### config.mk
export PLATFORM = sky130hd
export DESIGN_NAME = key_debounce
export DESIGN_NICKNAME = d
export VERILOG_FILES = /design/src/hdl/key_debounce.sv
export VERILOG_INCLUDE_DIRS = /design/src /design/src/hdl
export SDC_FILE = /design/constraint.sdc
export NUM_CORES = 1
export LEC_CHECK = 0
export BUFFER_PORTS_ARGS = -buffer_cell sky130_fd_sc_hd__buf_2
export CORE_ASPECT_RATIO = 1.5
export CORE_UTILIZATION = 59
export DETAILED_ROUTE_END_ITERATION = 8
export GPL_TIMING_DRIVEN = 0
export PLACE_DENSITY = 0.76
export SYNTH_ARGS = -nofsm -noshare
export SYNTH_HDL_FRONTEND = slang
export SYNTH_SLANG_ARGS = --single-unit
### constraint.sdc
create_clock -name clk -period 2.6 [get_ports clk]
set_input_delay 0.26 -clock clk [delete_from_list [all_inputs] [get_ports clk]]
set_output_delay 0.26 -clock clk [all_outputs]
set_load 0.05 [all_outputs]
### src/hdl/board_defs.svh
//======================================================================
// Board-wide widths, memory size and debounce defaults
// Included by the package and by any module that sizes a port or count
//======================================================================
`ifndef BOARD_DEFS_SVH
`define BOARD_DEFS_SVH

// Memory geometry, 256 KiB of bytes
`define BOARD_ADDR_WIDTH 18
`define BOARD_DATA_WIDTH 8
`define BOARD_MEM_SIZE 262144
`define BOARD_MAX_ADDR (`BOARD_MEM_SIZE - 1)

// Set-address word from the JTAG host
`define BOARD_JTAG_ADDR_WIDTH 15

// Push button filter
// 500000 cycles is 10 ms at 50 MHz
`define BOARD_DEBOUNCE_CYCLES 500000
`define BOARD_DEBOUNCE_CNT_WIDTH 20

// Seven-segment digit, one bit per segment
`define BOARD_SEG_WIDTH 7

// Status LEDs
// 0 write strobe, 1 data change, 2 button, 3 top limit, 4 bottom limit
`define BOARD_LED_COUNT 5

`endif

### src/hdl/key_debounce.sv
//======================================================================
// One active-low push button: synchronize, filter, pulse on press
//======================================================================
`timescale 1ns/1ns
`default_nettype none

`include "board_defs.svh"

module key_debounce #(
    parameter int unsigned DEBOUNCE_CYCLES = `BOARD_DEBOUNCE_CYCLES
) (
    input  logic clk,
    input  logic rst,
    input  logic key_n,
    output logic press
);

    localparam int unsigned CW = `BOARD_DEBOUNCE_CNT_WIDTH;
    localparam logic [CW-1:0] CNT_LIMIT = CW'(DEBOUNCE_CYCLES);

    logic          key_sync1;
    logic          key_sync2;
    logic          key_stable;
    logic          key_prev;
    logic [CW-1:0] cnt;

    // Two flops against metastability, idle level is high
    always_ff @(posedge clk or posedge rst) begin
        if (rst) begin
            key_sync1 <= 1'b1;
            key_sync2 <= 1'b1;
        end else begin
            key_sync1 <= key_n;
            key_sync2 <= key_sync1;
        end
    end

    // Stable level follows only after CNT_LIMIT + 1 cycles of difference
    // Any bounce back to the stable level restarts the count
    always_ff @(posedge clk or posedge rst) begin
        if (rst) begin
            cnt        <= '0;
            key_stable <= 1'b1;
        end else if (key_sync2 == key_stable) begin
            cnt <= '0;
        end else if (cnt == CNT_LIMIT) begin
            cnt        <= '0;
            key_stable <= key_sync2;
        end else begin
            cnt <= cnt + 1'b1;
        end
    end

    always_ff @(posedge clk or posedge rst) begin
        if (rst) begin
            key_prev <= 1'b1;
        end else begin
            key_prev <= key_stable;
        end
    end

    // High to low of the filtered level, one cycle wide
    assign press = key_prev & ~key_stable;

endmodule

`default_nettype wire

After elaboration in Yosys (flattened, before gate mapping)

Cells that the tools add are included.

Register bits after elaboration: 24
Input bits: 3

Add/subtract/negate cells: 1
Eq/ne operators: 2
Mux-type cells: 2
Bitwise gates (word level): 3
Reduce and logical (&&, ||, !) cells: 1

Operator list:

| cell                  | count |
|---|---|
| $mux 20               | 2 |
| $add 20x1->20 const B | 1 |
| $eq 20x19->1 const B  | 1 |
| $not 1->1             | 2 |
| $reduce_and 2->1      | 1 |
| $and 1x1->1           | 1 |
| $eq 1x1->1            | 1 |

Longest topological paths before layout

Gate-level depths: netlist of the first run.

Word-level depth: 3
Mapped depth: 7

Worst setup path after synthesis of the first run

Ideal clock, no wire load.

Path kind: register to register
Start point: reg cnt[3]
End point: reg key_stable
Library setup time: 0.085 ns
Arrival: 1.735 ns
Path slack: 0.780 ns
Stages on the path, launching flop included: 6
Period minus slack after synthesis: 1.820 ns
Path through: dfrtp_1 buf_2 or4b_1 or3_1 nor2_1 mux2_1

Cells in the longest elaborated chain, start to end: 2

RTL lines:

| what                              | line               | RTL |
|---|---|---|
| start: declaration                | key_debounce.sv:25 | `logic [CW-1:0] cnt;` |
| start signal: assignment          | key_debounce.sv:50 | `cnt <= cnt + 1'b1;` |
| $eq 20x19->1                      | key_debounce.sv:46 | `end else if (cnt == CNT_LIMIT) begin` |
| $reduce_and 2->1 (no source line) | n/a                |  |
| end signal: assignment            | key_debounce.sv:48 | `key_stable <= key_sync2;` |
| end: declaration                  | key_debounce.sv:23 | `logic key_stable;` |

No other way between the ends.
A chain may end at the register's enable or synchronous reset.

Worst setup path after layout of the first run

Start point: reg cnt[4]
End point: reg cnt[19]

Cells in the longest elaborated chain, start to end: 3

RTL lines:

| what                                                 | line                                   | RTL |
|---|---|---|
| $add 20x1->20 / $eq 20x19->1 (equally long branches) | key_debounce.sv:50, key_debounce.sv:46 |  |
| $mux 20 *                                            | key_debounce.sv:46                     |  |
| $mux 20 *                                            | key_debounce.sv:44                     | `end else if (key_sync2 == key_stable) begin` |

Mark *: on every way between the ends. The rest lies on a longest branch, timed or not.

==> results of run 1 <==
## cell type report
cell class | instances | area share, %
multi-input cells | 85 | 42.5
inverters | 6 | 1.78
well taps | 21 | 2.07
flip-flops and latches | 24 | 47.8
clock buffers | 4 | 2.07
repair buffers | 3 | 1.18
plain buffers | 6 | 2.57
## registers in the layout, summed over array words and instances (netlist names)
name and count:
key_sync1 1, key_sync2 1, key_stable 1, cnt 20
key_prev 1
## routing by layer
layer	wire, um	track usage, %
met1	881	30.6
met2	1250	42.9
met5	0	0
met4	29	9.85
met3	77	3.50
## layout by cell type (no fill, tap or decap), types with 4 or more instances in the layout
| master | instances |
|---|---|
| nand4_1 | 4 |
| xor2_1 | 7 |
| nand2_1 | 5 |
| inv_1 | 6 |
| a21oi_1 | 6 |
| nand3_1 | 9 |
| buf_2 | 5 |
| xnor2_1 | 6 |
| nor2_1 | 15 |
| dfstp_2 | 4 |
| dfrtp_1 | 20 |
| or3_1 | 4 |
## power groups by stage
stage,Clock [mW],Combinational (mW),Sequential [mW]
final,0.162,0.0272,0.386
after global routing,0.179,0.0317,0.387
after CTS,0.167,0.0279,0.386
after detailed placement,0,0.0278,0.393
after floorplan,0,0.0202,0.391
after global placement,0,0.0269,0.392
## how the worst max path moves through the flow
stage	startpoint	end	cells after the start	slack [ns]
3_3_place_gp	cnt[4]$_DFF_PP0_	cnt[8]$_DFF_PP0_	5	0.70
2_1_floorplan	cnt[3]$_DFF_PP0_	key_stable$_DFFE_PP1P_	5	0.78
4_1_cts	cnt[3]$_DFF_PP0_	cnt[6]$_DFF_PP0_	6	0.63
6_report	cnt[4]$_DFF_PP0_	cnt[19]$_DFF_PP0_	5	0.63
3_5_place_dp	cnt[3]$_DFF_PP0_	cnt[17]$_DFF_PP0_	6	0.65
5_1_grt	cnt[0]$_DFF_PP0_	cnt[18]$_DFF_PP0_	6	0.47
## cells by family after synthesis
logic type / count (synthesis)
flip-flops: 24
multiplexers: 1
buffers and inverters: 12
AND/OR/NAND/NOR: 56
XOR/XNOR: 13
AO/OA/AOI/OAI: 13
adder cells (fa/ha/maj): 2
## worst max-delay path, cell delays in order, from the launching register on
cell	delay (ns)
dfrtp_1	0.48
or4b_1	0.52
or3_1	0.40
o21ai_1	0.20
buf_4	0.20
a21oi_1	0.05
==> summary.md, run 1 <==
| Metric | Value |
|---|---|
| Worst hold slack | approximately 0.06 ns |
| WL final | about 2200 um |
| Synth Area in Simple Gates | 26.4% |
| Starting Density | 63.9% |
| Final hold vios | 0 |
| Placed insts | about 150 |
| Internal power | approximately 450 uW |
| Library cells used by synthesis | 32 |
| H-tree levels | 1 |
| Register Area | about 610 um2 |
| Final Net Count | roughly 130 |
| GR Overflow Total | 0 |
| Final WS setup | approximately 0.63 ns |
| Detailed-route via count | 887 |
| Root Buffer Master | clkbuf_4 |
| HPWL Detailed | approximately 1700 um |
| Compound-Gate Fraction of Synth Area | under 10% |
| Post-route insts no fill | 149 |
| Filler cells | approximately 160 |
| Post-synthesis mux area share | 0.938% |
| Fin. max-slew vios | 0 |
| Critical Path Fanout Max | 10 |
| Clock Skews | between 0.01 and 0.015 ns |
| Status | completed |
| Vias in the first global route | 985 |
| Antenna violations before repair | 0 |
| Flop pwr share | between 60% and 70% |
| Power Dens Cells | ~450 nW/um2 |
| Max frequency | just over 500 MHz |
| Largest family of logic cells by synthesized area | simple AND/OR/NAND/NOR gates |
| Post-Synth Adder-Cell Area | under 10% |
| Largest net degree at the start of global routing | 25 |
| VDD IR-drop max | just under 300 uV |
| Final Total Pwr | about 570 uW |
| Ys Warns | 0 |
| Fin crit period | 1.97 ns |
| CTS max path bufs | 2 |
| Combinational Power Share | under 10% |
| Final cell area excluding filler cells | roughly 1300 um2 |
| Cells on worst reg2reg path | 5 |
| Fin Setup TNS | 0 ns |
| Die height | ~57 um |
| Clock share of power | between 20% and 30% |
| Total track usage | roughly a quarter |
| Multi-input combinational cell area | approximately 540 um2 |
| Placed inst area | roughly 1200 um2 |
| Die area | ~2200 um2 |
| NetSw | ~130 uW |
| Core area | 1880 um2 |
| Pre-CTS setup slack | ~0.65 ns |
| DR vias/cell | ~6.0 |
| R2r endpoint | cnt[19]$_DFF_PP0_ |
| Boundary Pins | 4 |
| DRT antenna net count | 0 |
| Num Clock Sinks | 24 |
| Die W | roughly 39 um |
| Critical Path RT | ~2.8 ns |
| Most common cell in the netlist | dfrtp_1 |
| Slew HR | about 41% |
| Hold depth | 1 |
| Seq/Total Area, Yosys | ~50% |
| Syn_nets | 126 |
| Asr flop ratio synth | 100% |
| Area Overhead vs Synth | 5.63% |
| Worst Setup Start Kind | flop |
| Synth top area share | about two fifths |
| Arrival @ worst endpoint | ~2.2 ns |
| Syn avg cell area | between 9 and 10 um2 |
| Top cells by area, synth | dfrtp_1, dfstp_2, xor2_1, nor2_1, xnor2_1 |
| Reg2reg start | cnt[4]$_DFF_PP0_ |
| Seq cells post-synth | 24 |
| Share of layout cells above drive strength 1 | a little over an eighth |
| Part of the cycle the worst path needs | between 70% and 80% |
| Num rows | 19 |
| Num CTS Buffers | 3 |
| Switch share | a little over a fifth |
| Post-synth EDFFs | 0 |
| Synthesized instance count | between 100 and 150 |
| Routability cong. | around 0.83 |
| Resized cells post-CTS | 0 |
| Postcts setup bufs | 0 |
| Global-route wire length before repair | between 4000 and 5000 um |
| Most area-hungry cell type in the Yosys netlist | dfrtp_1 |
| Netlist Area Pre-Place | ~1200 um2 |
| R2R Setup Slk | 0.63 ns |
| Fin util | between 60% and 70% |
| Commonest cells in the synthesized netlist | dfrtp_1, nor2_1, nand3_1 |
| Worst Tran Pin Value | between 0.8 and 0.9 ns |
| # port buffers | 3 |
| Final setup viols | 0 |
| Hold Path Class | primary input to flop |
| Routed len/inst | approximately 15 um |
| CTS clk-pin slew, worst paths | 0.12 ns |
| Post-Synth XOR/XNOR Area | under 10% |
| P_leak | roughly 0.52 nW |
| Critical hold path startpoint | key_n |
| Top_reg_cell synth | dfrtp_1 |
| RSZ-0062 raised after global routing | no |
| CTS tree | built |
| Worst-skew pair later-pin latency | around 0.3 ns |
| Hold Path Sink | key_sync1$_DFF_PP1_ |
| Ant. Diodes | 0 |
| Crit path kind | flop to flop |
| Starting DRT DRC Count | 34 |
| Total of max-cap violations | 0 |
| Residual DRC | 0 |
| First drt pass iteration count | 4 |
| Endpoint class of the critical path | flop |
| Post-CTS Hold Fix Bufs | 0 |
Note: power is estimated with default switching activity, not from simulation.
==> run 2, diff against run 1 <==
--- a/config.mk
+++ b/config.mk
@@ -6,12 +6,13 @@
 export SDC_FILE = /design/constraint.sdc
 export NUM_CORES = 1
 export LEC_CHECK = 0
+export ABC_AREA = 1
 export BUFFER_PORTS_ARGS = -buffer_cell sky130_fd_sc_hd__buf_2
 export CORE_ASPECT_RATIO = 1.5
-export CORE_UTILIZATION = 59
+export CORE_UTILIZATION = 54
 export DETAILED_ROUTE_END_ITERATION = 8
 export GPL_TIMING_DRIVEN = 0
-export PLACE_DENSITY = 0.76
+export PLACE_DENSITY = 0.73
 export SYNTH_ARGS = -nofsm -noshare
 export SYNTH_HDL_FRONTEND = slang
 export SYNTH_SLANG_ARGS = --single-unit
==> constraint.sdc (replaced) <==
create_clock -name clk -period 1.7 [get_ports clk]
set_input_delay 0.17 -clock clk [delete_from_list [all_inputs] [get_ports clk]]
set_output_delay 0.17 -clock clk [all_outputs]
set_load 0.05 [all_outputs]
==> summary.md, run 2 <==
| Metric | Value |
|---|---|
| Library cells used by synthesis | 21 |
| CTS tree | built |
| Final Total Pwr | roughly 1.0 mW |
| Area Overhead vs Synth | 8.62% |
| RSZ-0062 raised after global routing | no |
| Synthesized instance count | 174 |
| Most area-hungry cell type in the Yosys netlist | dfrtp_1 |
| Syn_nets | about 180 |
| Die area | 2710 um2 |
| Most common cell in the netlist | nor2_1 |
| Routed len/inst | 12.5 um |
| Synth top area share | a little under two fifths |
| CP max-delay cell | dfrtp_1 |
| Post-synth EDFFs | 0 |
| Ys Warns | 0 |
| Critical Path RT | between 1.5 and 2 ns |
| Fin crit period | about 1.5 ns |
| Worst Tran Pin Value | a little under 0.9 ns |
| Cells on worst reg2reg path | 7 |
| Clock Skews | roughly 0.0054 ns |
| GR Overflow Total | 0 |
| Detailed-route via count | approximately 1100 |
| Antenna violations before repair | 0 |
| Fin Setup TNS | 0 ns |
| Register Area | about 610 um2 |
| CTS max path bufs | 2 |
| Top cells by area, synth | dfrtp_1, nor2_1, nand2_1, dfstp_2, inv_1 |
| Fin. max-slew vios | 0 |
| Max frequency | between 600 and 700 MHz |
| Netlist Area Pre-Place | 1350 um2 |
| DRT antenna net count | 0 |
| Status | completed |
| DR vias/cell | ~5.4 |
| Root Buffer Master | clkbuf_4 |
| Syn avg cell area | 7.76 um2 |
| Crit path cell chain | inv_1 > ha_1 > nand2_1 > nor3_2 > nand3_2 > nand2_2 > nor2_1 |
| Global-route wire length before repair | roughly 4500 um |
| Seq/Total Area, Yosys | 44.9% |
| Core area | around 2300 um2 |
| HPWL Detailed | 1920 um |
| Endpoint class of the critical path | flop |
| Num rows | 21 |
| VDD IR-drop max | between 700 and 800 uV |
| P_leak | around 0.60 nW |
| Part of the cycle the worst path needs | approximately nine tenths |
| Slowest stage delay, CP | about 0.43 ns |
| Share of layout cells above drive strength 1 | 17.6% |
| Final setup viols | 0 |
| Crit. path cell count | 7 |
| Vias in the first global route | 1079 |
| Starting Density | between 50 and 60% |
| Num CTS Buffers | 3 |
| Crit path max-delay family | simple AND/OR/NAND/NOR gates |
| Routability cong. | approximately 0.89 |
| Asr flop ratio synth | between 90% and 100% |
| Seq cells post-synth | 24 |
| Largest net degree at the start of global routing | 25 |
| Hold Path Class | primary input to async pin |
| CTS clk-pin slew, worst paths | ~0.14 ns |
| Top_reg_cell synth | dfrtp_1 |
| Crit path buf inv count | 1 |
| Setup crit start | cnt[0]$_DFF_PP0_ |
| Residual DRC | 0 |
| Power Dens Cells | 713 nW/um2 |
| Die W | roughly 43 um |
| Slew HR | approximately 42% |
| Boundary Pins | 4 |
| # port buffers | 3 |
| Max FFs per register | 20 |
| Postcts setup bufs | 0 |
| Starting DRT DRC Count | 44 |
| Register with the most flip-flops | cnt |
| Commonest non-fill, non-tap cell in the layout | nor2_1 |
| Ant. Diodes | 0 |
| Crit path kind | flop to flop |
| WL final | around 2600 um |
| Critical Path Fanout Max | 7 |
| Filler cells | 195 |
| Num Clock Sinks | 24 |
| Die height | around 63 um |
| Arrival @ worst endpoint | about 1.8 ns |
| R2R Setup Slk | between 0.15 and 0.2 ns |
| H-tree levels | 1 |
| R2r endpoint | cnt[2]$_DFF_PP0_ |
| Commonest cells in the synthesized netlist | nor2_1, nand2_1, dfrtp_1 |
| First drt pass iteration count | 4 |
| Worst-skew pair later-pin latency | 0.31 ns |
| Multi-input combinational cell area | roughly 680 um2 |
| Final hold vios | 0 |
| Final Net Count | approximately 190 |
| Reg2reg start | cnt[0]$_DFF_PP0_ |
| Worst Setup Start Kind | flop |
| Commonest non-fill, non-tap cells in the layout | nor2_1, nand2_1, dfrtp_1, inv_1, nand3_1 |
| Total track usage | approximately 22% |
| Total of max-cap violations | 0 |
[run 2: cell types whose count changed in the layout (fill, tap and decap cells not counted), moves of 5 or more]
cell | before | now
nand2_1 | 5 | 34
nor2_1 | 15 | 40
inv_1 | 6 | 18
nand2_2 | 0 | 5
[run 2: layer usage]
metal / vias up / wire, um / global-route usage [%]
li1: 564 / - / -
met5: - / 0 / 0
met2: 38 / 1320 / 38.3
met3: 4 / 129 / 4.30
met1: 497 / 1070 / 25.2
met4: 0 / 53 / 12.5
[run 2: cell families after synthesis]
| logic type | synth area share [%] |
|---|---|
| AOI/OAI and AO/OA | 3.34 |
| buffers and inverters | 5.84 |
| and+or+nand+nor | 38.4 |
| xor gates and xnor gates | 5.75 |
| DFF | 44.9 |
| adders and majority gates | 1.85 |
[run 2: report_power, final]
| group | switching [mW] | internal [mW] |
|---|---|---|
| registers | 0.00944 | 0.581 |
| logic | 0.0292 | 0.0125 |
| clock network | 0.175 | 0.238 |
[run 2: worst max-delay path by stage]
stage	end	slack (ns)
global placement	cnt[2]$_DFF_PP0_	0.09
floorplan	press	0.36
detailed placement	cnt[8]$_DFF_PP0_	0.05
global route	cnt[8]$_DFF_PP0_	0.03
finish	cnt[2]$_DFF_PP0_	0.16
CTS	cnt[2]$_DFF_PP0_	0.04
[run 2: what timing repair did]
item | CTS | global route
setup endpoints to repair | 0 | 11
endpoints found under the hold margin | 1 | 0
hold buffers | 1 | 0
gates resized for setup | 0 | 2
[run 2: cell type report]
type,count,area share (%)
sequential,24,41.3
inverter,21,5.38
multi-input combinational,129,46.1
tap,23,1.96
timing repair buffer,4,1.71
clock inverter,1,2.05
clock buffer,3,1.54
[run 2: per-stage QoR]
| step | util, % | setup WS [ns] | hold slack (ns) | instance area, um2 | cells |
|---|---|---|---|---|---|
| 2_1_floorplan | - | 0.362 | 0.174 | 1350 | 174 |
| 3_3_place_gp | 61.0 | 0.0864 | 0.276 | 1390 | 200 |
| 3_5_place_dp | 61.0 | 0.0548 | 0.283 | 1390 | 200 |
| 4_1_cts | 63.7 | 0.0395 | 0.0408 | 1460 | 205 |
| 5_1_grt | 64.1 | 0.0260 | 0.0851 | 1470 | 205 |
| 6_report | 64.1 | 0.157 | 0.00807 | 1470 | 205 |
==> run 3, diff against run 2 <==
--- a/config.mk
+++ b/config.mk
@@ -12,7 +12,7 @@
 export CORE_UTILIZATION = 54
 export DETAILED_ROUTE_END_ITERATION = 8
 export GPL_TIMING_DRIVEN = 0
-export PLACE_DENSITY = 0.73
+export PLACE_DENSITY = 0.75
 export SYNTH_ARGS = -nofsm -noshare
 export SYNTH_HDL_FRONTEND = slang
 export SYNTH_SLANG_ARGS = --single-unit
==> constraint.sdc (replaced) <==
create_clock -name clk -period 1.7 [get_ports clk]
set_input_delay 0.17 -clock clk [delete_from_list [all_inputs] [get_ports clk]]
set_output_delay 0.17 -clock clk [all_outputs]
set_load 0.1 [all_outputs]
==> summary.md, run 3 (same netlist as run 2, synthesis figures left out) <==
| Metric | Value |
|---|---|
| # port buffers | 3 |
| Final WS setup | ~0.15 ns |
| Worst-skew pair later-pin latency | approximately 0.31 ns |
| Power Dens Cells | around 640 nW/um2 |
| Routed len/inst | roughly 12 um |
| Commonest non-fill, non-tap cell in the layout | nor2_1 |
| Share of layout cells above drive strength 1 | between 15 and 20% |
| Worst Setup Start Kind | flop |
| Boundary Pins | 4 |
| Area Overhead vs Synth | 7.23% |
| CTS tree | built |
| Antenna violations before repair | 0 |
| Placed inst area | 1400 um2 |
| Max Used Layer | met4 |
| Crit path kind | flop to flop |
| Num Clock Sinks | 24 |
| Multi-input combinational cell area | a little under 700 um2 |
| Total of max-cap violations | 0 |
| HPWL Detailed | approximately 1900 um |
| Root Buffer Master | clkbuf_4 |
| Fin. max-slew vios | 0 |
| Clock Skews | between 0.004 and 0.005 ns |
| Slew HR | roughly two fifths |
| H-tree levels | 1 |
| Hold Path Class | primary input to async pin |
| Die area | around 2700 um2 |
| CTS max path bufs | 2 |
| DRT antenna net count | 0 |
| Routability cong. | between 0.8 and 0.9 |
| Worst hold slack | around 0.018 ns |
| Starting Density | about three fifths |
| Worst Tran Pin Value | 0.885 ns |
| R2R Setup Slk | around 0.15 ns |
| Global-route wire length before repair | between 4000 and 5000 um |
| Largest net degree at the start of global routing | 25 |
| Total track usage | a little over a fifth |
| Endpoint class of the critical path | flop |
| Pre-CTS setup slack | approximately 0.071 ns |
| Met3 routed WL | approximately 53 um |
| Die height | ~63 um |
| Reg2reg start | cnt[0]$_DFF_PP0_ |
| Post-route insts no fill | between 200 and 250 |
| Starting DRT DRC Count | 36 |
| R2r endpoint | cnt[2]$_DFF_PP0_ |
| P_leak | slightly below 0.6 nW |
| Filler cells | 205 |
| Part of the cycle the worst path needs | about nine tenths |
| Residual DRC | 0 |
| Critical Path RT | ~1.9 ns |
| WL final | 2500 um |
| RSZ-0062 raised after global routing | no |
| Num rows | 21 |
| Setup crit start | cnt[0]$_DFF_PP0_ |
| Final Net Count | approximately 190 |
| Final setup viols | 0 |
| CTS clk-pin slew, worst paths | 0.13 ns |
| Vias in the first global route | about 1000 |
| Status | completed |
| Arrival @ worst endpoint | around 1.8 ns |
| Register Area | 606 um2 |
| Final hold vios | 0 |
| Final Total Pwr | around 930 uW |
| Placed insts | 200 |
| Register with the most flip-flops | cnt |
| Detailed-route via count | roughly 1100 |
| Met1 wire length | roughly 1100 um |
| VDD IR-drop max | 653 uV |
| DR vias/cell | ~5.4 |
| Fin Setup TNS | 0 ns |
| Met2 Wirelength | approximately 1300 um |
| Final cell area excluding filler cells | ~1400 um2 |
| Commonest non-fill, non-tap cells in the layout | nor2_1, nand2_1, dfrtp_1, inv_1, nand3_1 |
| Max frequency | ~650 MHz |
| Die W | between 40 and 50 um |
| Max FFs per register | 20 |
| Num CTS Buffers | 3 |
| Critical Path Fanout Max | 7 |
| First drt pass iteration count | 4 |
| Fin crit period | about 1.5 ns |
| Ant. Diodes | 0 |
| Cells on worst reg2reg path | 7 |
| GR Overflow Total | 0 |
| Fin util | 63.3% |
| Core area | 2290 um2 |
## run 3: worst max-delay path by stage
| stage | to | depth (start not counted) |
|---|---|---|
| 2_1_floorplan | press | 2 |
| 3_3_place_gp | cnt[8]$_DFF_PP0_ | 7 |
| 3_5_place_dp | cnt[2]$_DFF_PP0_ | 7 |
| 4_1_cts | cnt[2]$_DFF_PP0_ | 7 |
| 5_1_grt | cnt[0]$_DFF_PP0_ | 7 |
| 6_report | cnt[2]$_DFF_PP0_ | 7 |
## run 3: power by group
group	internal, mW	switching, mW
clock network	0.131	0.165
registers	0.581	0.00949
logic	0.0128	0.0302
total	0.725	0.205
## run 3: cell type report
cell class | instances | area share [%]
multi-input combinational | 129 | 46.5
sequential | 24 | 41.8
inverter | 21 | 5.45
clock buffer | 4 | 2.51
tap | 23 | 1.99
timing repair buffer | 4 | 1.73
## run 3: timing repair
item,4_1_cts,5_1_grt
buffers inserted,0,0
hold endpoints to repair,1,0
hold buffers,1,0
gates resized for setup,0,1
setup endpoints to repair,0,10
## run 3: worst max-delay path, stage by stage, from the launching register on
cell and delay [ns]:
dfrtp_1 0.43, inv_1 0.12, ha_1 0.16, nand2_1 0.05, nor3_1 0.22, nand3_2 0.22
nand2_2 0.19, nor2_1 0.06
## run 3: metal layers
metal  track usage [%]  up-vias
li1                  -      561
met4              10.5        0
met3              2.87        4
met1              26.9      517
met5                 0        -
met2              36.0       17
